--- config.mk ---
export PLATFORM = sky130hd
export DESIGN_NAME = column_flattener
export DESIGN_NICKNAME = d
export VERILOG_FILES = /design/src/hdl/caster_pkg.sv /design/src/hdl/column_intake.sv /design/src/hdl/span_calc.sv /design/src/hdl/row_sweeper.sv /design/src/hdl/pixel_shader.sv /design/src/hdl/column_flattener.sv
export VERILOG_INCLUDE_DIRS = /design/src /design/src/include
export SDC_FILE = /design/constraint.sdc
export NUM_CORES = 1
export LEC_CHECK = 0
export ABC_AREA = 1
export BUFFER_PORTS_ARGS = -buffer_cell sky130_fd_sc_hd__buf_2
export CAP_MARGIN = 20
export CELL_PAD_IN_SITES_DETAIL_PLACEMENT = 1
export CELL_PAD_IN_SITES_GLOBAL_PLACEMENT = 2
export CORE_UTILIZATION = 39
export CTS_BUF_LIST = sky130_fd_sc_hd__clkbuf_4
export CTS_CLUSTER_DIAMETER = 200
export DETAILED_ROUTE_END_ITERATION = 12
export PLACE_DENSITY = 0.86
export SKIP_LAST_GASP = 1
export SLEW_MARGIN = 25
export SYNTH_ARGS = -nofsm -noshare
export SYNTH_HDL_FRONTEND = slang
export SYNTH_HIERARCHICAL = 1
export SYNTH_SLANG_ARGS = --single-unit
--- constraint.sdc ---
create_clock -name pixel_clk_in -period 3.8 [get_ports pixel_clk_in]
set_clock_uncertainty 0.15 [all_clocks]
set_input_delay 0.38 -clock pixel_clk_in [delete_from_list [all_inputs] [get_ports pixel_clk_in]]
set_output_delay 0.38 -clock pixel_clk_in [all_outputs]
set_load 0.05 [all_outputs]
--- src/include/caster_consts.svh ---
`ifndef CASTER_CONSTS_SVH
`define CASTER_CONSTS_SVH

// frame buffer geometry
`define SCREEN_WIDTH 320        // columns per row, also the address stride
`define SCREEN_HEIGHT 180       // rows per column
`define HALF_SCREEN_HEIGHT 90   // horizon row

// 8 bit palette entries
`define SKY_COLOR 8'h2a         // sky blue
`define GROUND_COLOR 8'hdc      // brown floor
`define BLACK_WALL_COLOR 8'hff
`define GREEN_WALL_COLOR 8'h97

// field widths
`define HCOUNT_W 9              // enough for 0..319
`define ROW_W 8                 // enough for 0..179
`define HEIGHT_W 8
`define MAP_W 4
`define ADDR_W 16               // 320*180 pixels fit in 16 bits
`define COLOR_W 8

`endif

--- src/hdl/caster_pkg.sv ---
`default_nettype none

`include "caster_consts.svh"

package caster_pkg;

    // one column record from the ray marcher
    typedef struct packed {
        logic [`HCOUNT_W-1:0] hcount;      // screen column
        logic [`HEIGHT_W-1:0] line_height; // projected wall height in rows
        logic wall_type;                   // 0 = x face, 1 = y face
        logic [`MAP_W-1:0] map_data;       // map cell value
    } column_rec_t;

    // wall span, rows [draw_start, draw_end)
    typedef struct packed {
        logic [`ROW_W-1:0] draw_start;     // first wall row
        logic [`ROW_W-1:0] draw_end;       // first floor row
    } span_t;

    // one step of the row sweep
    typedef struct packed {
        logic [`ROW_W-1:0] row;
        logic [`ADDR_W-1:0] addr;          // hcount + row*width
        logic last_row;                    // row 179 of a packet-last column
        logic valid;
    } row_ctx_t;

    // frame buffer write
    typedef struct packed {
        logic valid;
        logic [`ADDR_W-1:0] addr;
        logic shade;                       // darken this pixel (y face)
        logic [`COLOR_W-1:0] color;
        logic last_pixel;                  // frame done, buffer may swap
    } pixel_wr_t;

endpackage

`default_nettype wire

--- src/hdl/column_intake.sv ---
`timescale 1ns/100ps
`default_nettype none

module column_intake (
    input  logic                    pixel_clk_in,
    input  logic                    rst_in,
    input  logic                    rec_valid,
    input  caster_pkg::column_rec_t rec,
    input  logic                    rec_last,
    input  logic                    fb_swap_ok,
    input  logic                    sweep_done,
    output logic                    rec_ready,
    output caster_pkg::column_rec_t cur_rec,
    output logic                    cur_last,
    output logic                    start
);

    typedef enum logic [1:0] {
        wait_column,    // ready high, waiting for a record
        sweeping,       // column in flight
        wait_swap       // packet done, frame buffer not swapped yet
    } intake_state_t;

    intake_state_t state;
    logic accept;

    assign accept = rec_valid && rec_ready; // handshake edge

    // record payload, only loaded on accept
    always_ff @(posedge pixel_clk_in) begin
        if (accept) begin
            cur_rec <= rec;
        end
    end

    always_ff @(posedge pixel_clk_in) begin
        if (rst_in) begin
            state <= wait_column;
            rec_ready <= 1'b1;
            cur_last <= 1'b0;
            start <= 1'b0;
        end else begin
            start <= 1'b0; // single cycle pulse
            case (state)
                wait_column: begin
                    if (accept) begin
                        cur_last <= rec_last;
                        rec_ready <= 1'b0; // one column at a time
                        start <= 1'b1;
                        state <= sweeping;
                    end
                end
                sweeping: begin
                    if (sweep_done) begin
                        if (cur_last) begin
                            state <= wait_swap; // hold off until the swap
                        end else begin
                            rec_ready <= 1'b1;
                            state <= wait_column;
                        end
                    end
                end
                wait_swap: begin
                    // level from frame buffer, ready follows a cycle later
                    if (fb_swap_ok) begin
                        rec_ready <= 1'b1;
                        state <= wait_column;
                    end
                end
                default: state <= wait_column;
            endcase
        end
    end

endmodule

`default_nettype wire

--- src/hdl/span_calc.sv ---
`timescale 1ns/100ps
`default_nettype none

`include "caster_consts.svh"

module span_calc (
    input  logic                      pixel_clk_in,
    input  logic                      rst_in,
    input  logic                      start,
    input  logic [`HEIGHT_W-1:0]      line_height,
    output caster_pkg::span_t         span
);

    logic [`HEIGHT_W-1:0] half_raw;
    logic [`HEIGHT_W-1:0] half_sat;

    assign half_raw = line_height >> 1;
    // tall walls fill the screen, clamp to the horizon distance
    assign half_sat = (half_raw > `HEIGHT_W'(`HALF_SCREEN_HEIGHT))
                    ? `HEIGHT_W'(`HALF_SCREEN_HEIGHT) : half_raw;

    always_ff @(posedge pixel_clk_in) begin
        if (rst_in) begin
            span <= '0;
        end else if (start) begin // held for the whole sweep
            span.draw_start <= `ROW_W'(`HALF_SCREEN_HEIGHT) - `ROW_W'(half_sat);
            span.draw_end <= `ROW_W'(`HALF_SCREEN_HEIGHT) + `ROW_W'(half_sat); // max 180
        end
    end

endmodule

`default_nettype wire

--- src/hdl/row_sweeper.sv ---
`timescale 1ns/100ps
`default_nettype none

`include "caster_consts.svh"

module row_sweeper (
    input  logic                      pixel_clk_in,
    input  logic                      rst_in,
    input  logic                      start,
    input  logic [`HCOUNT_W-1:0]      hcount,
    input  logic                      last_column,
    output caster_pkg::row_ctx_t      row,
    output logic                      sweep_done
);

    logic active;
    logic [`ROW_W-1:0] row_cnt;
    logic [`ADDR_W-1:0] addr;
    logic last_row;
    logic at_penult; // next row is the final one

    assign at_penult = (row_cnt == `ROW_W'(`SCREEN_HEIGHT - 2));

    always_ff @(posedge pixel_clk_in) begin
        if (rst_in) begin
            active <= 1'b0;
            row_cnt <= '0;
            last_row <= 1'b0;
            sweep_done <= 1'b0;
        end else if (start) begin
            active <= 1'b1;
            row_cnt <= '0;
            last_row <= 1'b0;
            sweep_done <= 1'b0;
        end else if (active) begin
            if (row_cnt == `ROW_W'(`SCREEN_HEIGHT - 1)) begin
                active <= 1'b0; // column finished
                sweep_done <= 1'b0;
                last_row <= 1'b0;
            end else begin
                row_cnt <= row_cnt + 1'b1;
                sweep_done <= at_penult; // lines up with row 179
                last_row <= at_penult && last_column;
            end
        end
    end

    // running address, one add per row instead of row*width
    always_ff @(posedge pixel_clk_in) begin
        if (start) begin
            addr <= `ADDR_W'(hcount);
        end else if (active) begin
            addr <= addr + `ADDR_W'(`SCREEN_WIDTH);
        end
    end

    assign row = '{row: row_cnt, addr: addr, last_row: last_row, valid: active};

endmodule

`default_nettype wire

--- src/hdl/pixel_shader.sv ---
`timescale 1ns/100ps
`default_nettype none

`include "caster_consts.svh"

module pixel_shader (
    input  logic                      pixel_clk_in,
    input  logic                      rst_in,
    input  caster_pkg::row_ctx_t      row,
    input  caster_pkg::span_t         span,
    input  logic [`MAP_W-1:0]         map_data,
    input  logic                      wall_type,
    output caster_pkg::pixel_wr_t     pix
);

    typedef enum logic [1:0] {
        region_ceiling,
        region_floor,
        region_wall
    } region_t;

    region_t region;
    logic [`COLOR_W-1:0] color_next;
    logic shade_next;
    logic valid_q;
    logic last_q;
    logic [`ADDR_W-1:0] addr_q;
    logic [`COLOR_W-1:0] color_q;
    logic shade_q;

    always_comb begin
        if (row.row < span.draw_start) begin
            region = region_ceiling;
        end else if (row.row >= span.draw_end) begin
            region = region_floor;
        end else begin
            region = region_wall;
        end
    end

    always_comb begin
        shade_next = 1'b0; // only plain walls get shaded
        case (region)
            region_ceiling: color_next = `SKY_COLOR;
            region_floor:   color_next = `GROUND_COLOR;
            default: begin
                case (map_data)
                    `MAP_W'd1: begin
                        color_next = `BLACK_WALL_COLOR;
                        shade_next = wall_type;
                    end
                    `MAP_W'd2: begin
                        color_next = `GREEN_WALL_COLOR;
                        shade_next = wall_type;
                    end
                    default: color_next = `SKY_COLOR; // empty or unused cell
                endcase
            end
        endcase
    end

    always_ff @(posedge pixel_clk_in) begin
        if (rst_in) begin
            valid_q <= 1'b0;
            last_q <= 1'b0;
        end else begin
            valid_q <= row.valid;
            last_q <= row.last_row;
        end
    end

    always_ff @(posedge pixel_clk_in) begin
        addr_q <= row.addr;
        color_q <= color_next;
        shade_q <= shade_next;
    end

    assign pix = '{valid: valid_q, addr: addr_q, shade: shade_q, color: color_q,
                   last_pixel: last_q};

endmodule

`default_nettype wire

--- src/hdl/column_flattener.sv ---
`timescale 1ns/100ps
`default_nettype none

module column_flattener (
    input  logic                      pixel_clk_in,
    input  logic                      rst_in,
    input  logic                      rec_valid,
    input  caster_pkg::column_rec_t   rec,
    input  logic                      rec_last,
    input  logic                      fb_swap_ok,
    output logic                      rec_ready,
    output caster_pkg::pixel_wr_t     pix
);

    caster_pkg::column_rec_t cur_rec; // record being drawn
    caster_pkg::span_t span;
    caster_pkg::row_ctx_t row;
    logic cur_last;
    logic start;
    logic sweep_done;

    column_intake u_intake (
        .pixel_clk_in (pixel_clk_in),
        .rst_in       (rst_in),
        .rec_valid    (rec_valid),
        .rec          (rec),
        .rec_last     (rec_last),
        .fb_swap_ok   (fb_swap_ok),
        .sweep_done   (sweep_done),
        .rec_ready    (rec_ready),
        .cur_rec      (cur_rec),
        .cur_last     (cur_last),
        .start        (start)
    );

    // span and sweeper both kick off on start
    span_calc u_span (
        .pixel_clk_in (pixel_clk_in),
        .rst_in       (rst_in),
        .start        (start),
        .line_height  (cur_rec.line_height),
        .span         (span)
    );

    row_sweeper u_sweeper (
        .pixel_clk_in (pixel_clk_in),
        .rst_in       (rst_in),
        .start        (start),
        .hcount       (cur_rec.hcount),
        .last_column  (cur_last),
        .row          (row),
        .sweep_done   (sweep_done)
    );

    pixel_shader u_shader (
        .pixel_clk_in (pixel_clk_in),
        .rst_in       (rst_in),
        .row          (row),
        .span         (span),
        .map_data     (cur_rec.map_data),
        .wall_type    (cur_rec.wall_type),
        .pix          (pix)
    );

endmodule

`default_nettype wire

==> flow_summary_export.csv <==
group,metric,value,unit
drt,drc_errors,0,
die,initial_utilization,40.0,%
die,coreArea,10200,um2
critical_path,cp.arrival,2.44,ns
drt,wirelength,9000,um
sta,setup-tns-final,0,ns
final_layout,nets,599,
pwr,pwr-share-clk,19.2,%
drt,drt_first_pass_iters,4,
sta,setup_violations,0,
sta,post-route-min-period,2.21,ns
die,die_area,10900,um2
flow_run,cap_violations,0,
clock_tree,cts_tree,"done",
placement,globalplace.congestion,0.763,
grt,antenna_found_initial,0,
synth,syn_area,4090,um2
grt,grt_pass1_vias,3204,
critical_path,worstSetupStartpointType,"flop",
synth,synth_fp_nets,525,
critical_path,worst_setup_path_end_kind,"flop",
pwr,internal_power,1730,uW
final_layout,areaGrowthSynthToFinish,17.7,%
synth,yosys_warnings,6,
critical_path,crit_required,4.03,ns
die,boundaryPins,55,
grt,grt_pass1_wl,15100,um
grt,grt_overflow,0,
clock_tree,numClockSinks,93,
status,status,"finished clean",
grt,grt_usage,17.8,%
drt,wl_per_cell,13.1,um
pwr,leakage,0.00226,uW
pwr,peakVddDrop,311,uV
sta,hold_viol,0,
clock_tree,clk_path_buf_depth,2,
grt,grt_max_degree,25,
clock_tree,numCtsBuffers,9,
drt,vias,3194,
critical_path,cp_cell_sequence,"nand2_1 > inv_1 > nand2_1 > nand2_2 > nand2_4 > inv_1 > nor2_1 > inv_1 > ha_1 > inv_1 > nand3_1 > xor2_1 > o21ai_1 > inv_1",
die,die_x,104,um
pwr,seqPwrFrac,46.5,%
clock_tree,root_buffer,"clkbuf_4",
drt,drt-initial-drc-count,115,
sta,rsz0062_at_grt,"false",
sta,worst_slack,1.59,ns
critical_path,critPathTopFamily,"simple AND/OR/NAND/NOR gates",
sta,slew_violations,0,
pwr,p_sw_share,39.9,%
drt,ant_nets,0,
sta,min_period_over_period,58.2,%
critical_path,worst-path-buf-inv,5,
pwr,p_sw,1150,uW
sta,relSlewSlack,41.9,%
critical_path,cp_max_fo,5,
die,placementRows,37,
critical_path,slowest_delay,0.46,ns
placement,port_buffers,53,
clock_tree,ctsResizeCount,0,
pwr,total_power,2880,uW
critical_path,critPathMostFrequentCell,"inv_1",
sta,max_freq,452,MHz
critical_path,critPathKind,"reg2reg",
synth,avgSynthCellArea,8.66,um2
final_layout,antenna_cells,0,
critical_path,slowest_stage,"edfxtp_1",
clock_tree,cts_max_level,3,
pwr,pwr-share-comb,34.3,%
sta,hold_slack,0.137,ns
final_layout,drive_above_1_share,18.1,%
sta,tightest_slew,0.870,ns
hold_path,min_path_type,"in2reg",
clock_tree,cts.clk_slew.worst_paths,0.14,ns
die,die_h,104,um
clock_tree,clock_latency,0.47,ns
pwr,p_per_area,598,nW/um2
drt,vias_per_cell,4.65,
synth,synthCells,472,
placement,dpl.hpwl,6280,um
placement,place_ws,1.61,ns
power by group through the flow:
stage,Sequential [uW],Combinational (uW),Clock (uW)
3_3_place_gp,1360,939,0
3_5_place_dp,1370,972,0
2_1_floorplan,1520,570,0
6_report,1340,987,553
4_1_cts,1340,995,582
5_1_grt,1360,1100,624
registers in the layout, summed over array words and instances, names as in the netlist, 2 cells and up:
register / flops
u_sweeper/row_cnt: 8
u_sweeper/addr: 16
u_shader/color_q: 6
u_shader/addr_q: 16
u_intake/state: 2
u_span/span: 15
u_intake/cur_rec: 21
cells in the final DEF, fill, tap and decap left out, types with 2 or more instances in the layout:
| master | n |
|---|---|
| inv_2 | 9 |
| o211ai_1 | 2 |
| nand2_4 | 2 |
| nor2_2 | 4 |
| inv_1 | 75 |
| clkinv_4 | 2 |
| o21bai_1 | 3 |
| dlygate4sd3_1 | 22 |
| edfxtp_1 | 30 |
| nand2_1 | 93 |
| nor2_1 | 48 |
| clkinv_1 | 2 |
| ha_1 | 26 |
| nand4_1 | 8 |
| clkbuf_4 | 12 |
| dfxtp_1 | 63 |
| a21oi_1 | 32 |
| nand3_2 | 2 |
| nand2_2 | 11 |
| o21ai_0 | 16 |
| xor2_1 | 4 |
| buf_2 | 53 |
| nand3_1 | 17 |
| o21ai_1 | 6 |
path summary, 6_finish.rpt:
check | startpoint | slack, ns | cells past startpoint | endpoint
max reg2reg | u_intake/cur_rec[10] | 1.59 | 14 | u_span/span[5]
min reg2reg | u_sweeper/addr[3] | 0.21 | 0 | u_shader/addr_q[3]
max | u_intake/cur_rec[10] | 1.59 | 14 | u_span/span[5]
min | rst_in | 0.14 | 2 | u_shader/last_q
stage by stage:
stage / util (%) / std cells / instance area [um2]
final: 47.0 / 687 / 4810
after global routing: 47.0 / 687 / 4810
after CTS: 47.0 / 687 / 4810
after detailed placement: 43.5 / 649 / 4450
after global placement: 43.5 / 649 / 4450
after floorplan: - / 472 / 4090
timing repair:
item                                   4_1_cts  5_1_grt
endpoints found under the hold margin       22        0
hold buffers                                22        0
buffers inserted                             0        0
routing by layer:
metal	routed length [um]	track usage, %	vias to the layer above
li1	-	-	1638
met3	320	5.33	10
met1	4200	21.4	1494
met2	4330	30.0	52
met5	0	0	-
met4	148	6.33	0
area by class of cell:
cell class	instances	area [um2]
fill	1271	5420
inverter	85	319
clock inverter	4	51.3
multi-input combinational	281	1530
clock buffer	12	90.1
timing repair buffer	76	493
sequential	93	2160
tap	136	170
Note: power is estimated with default switching activity, not from simulation.
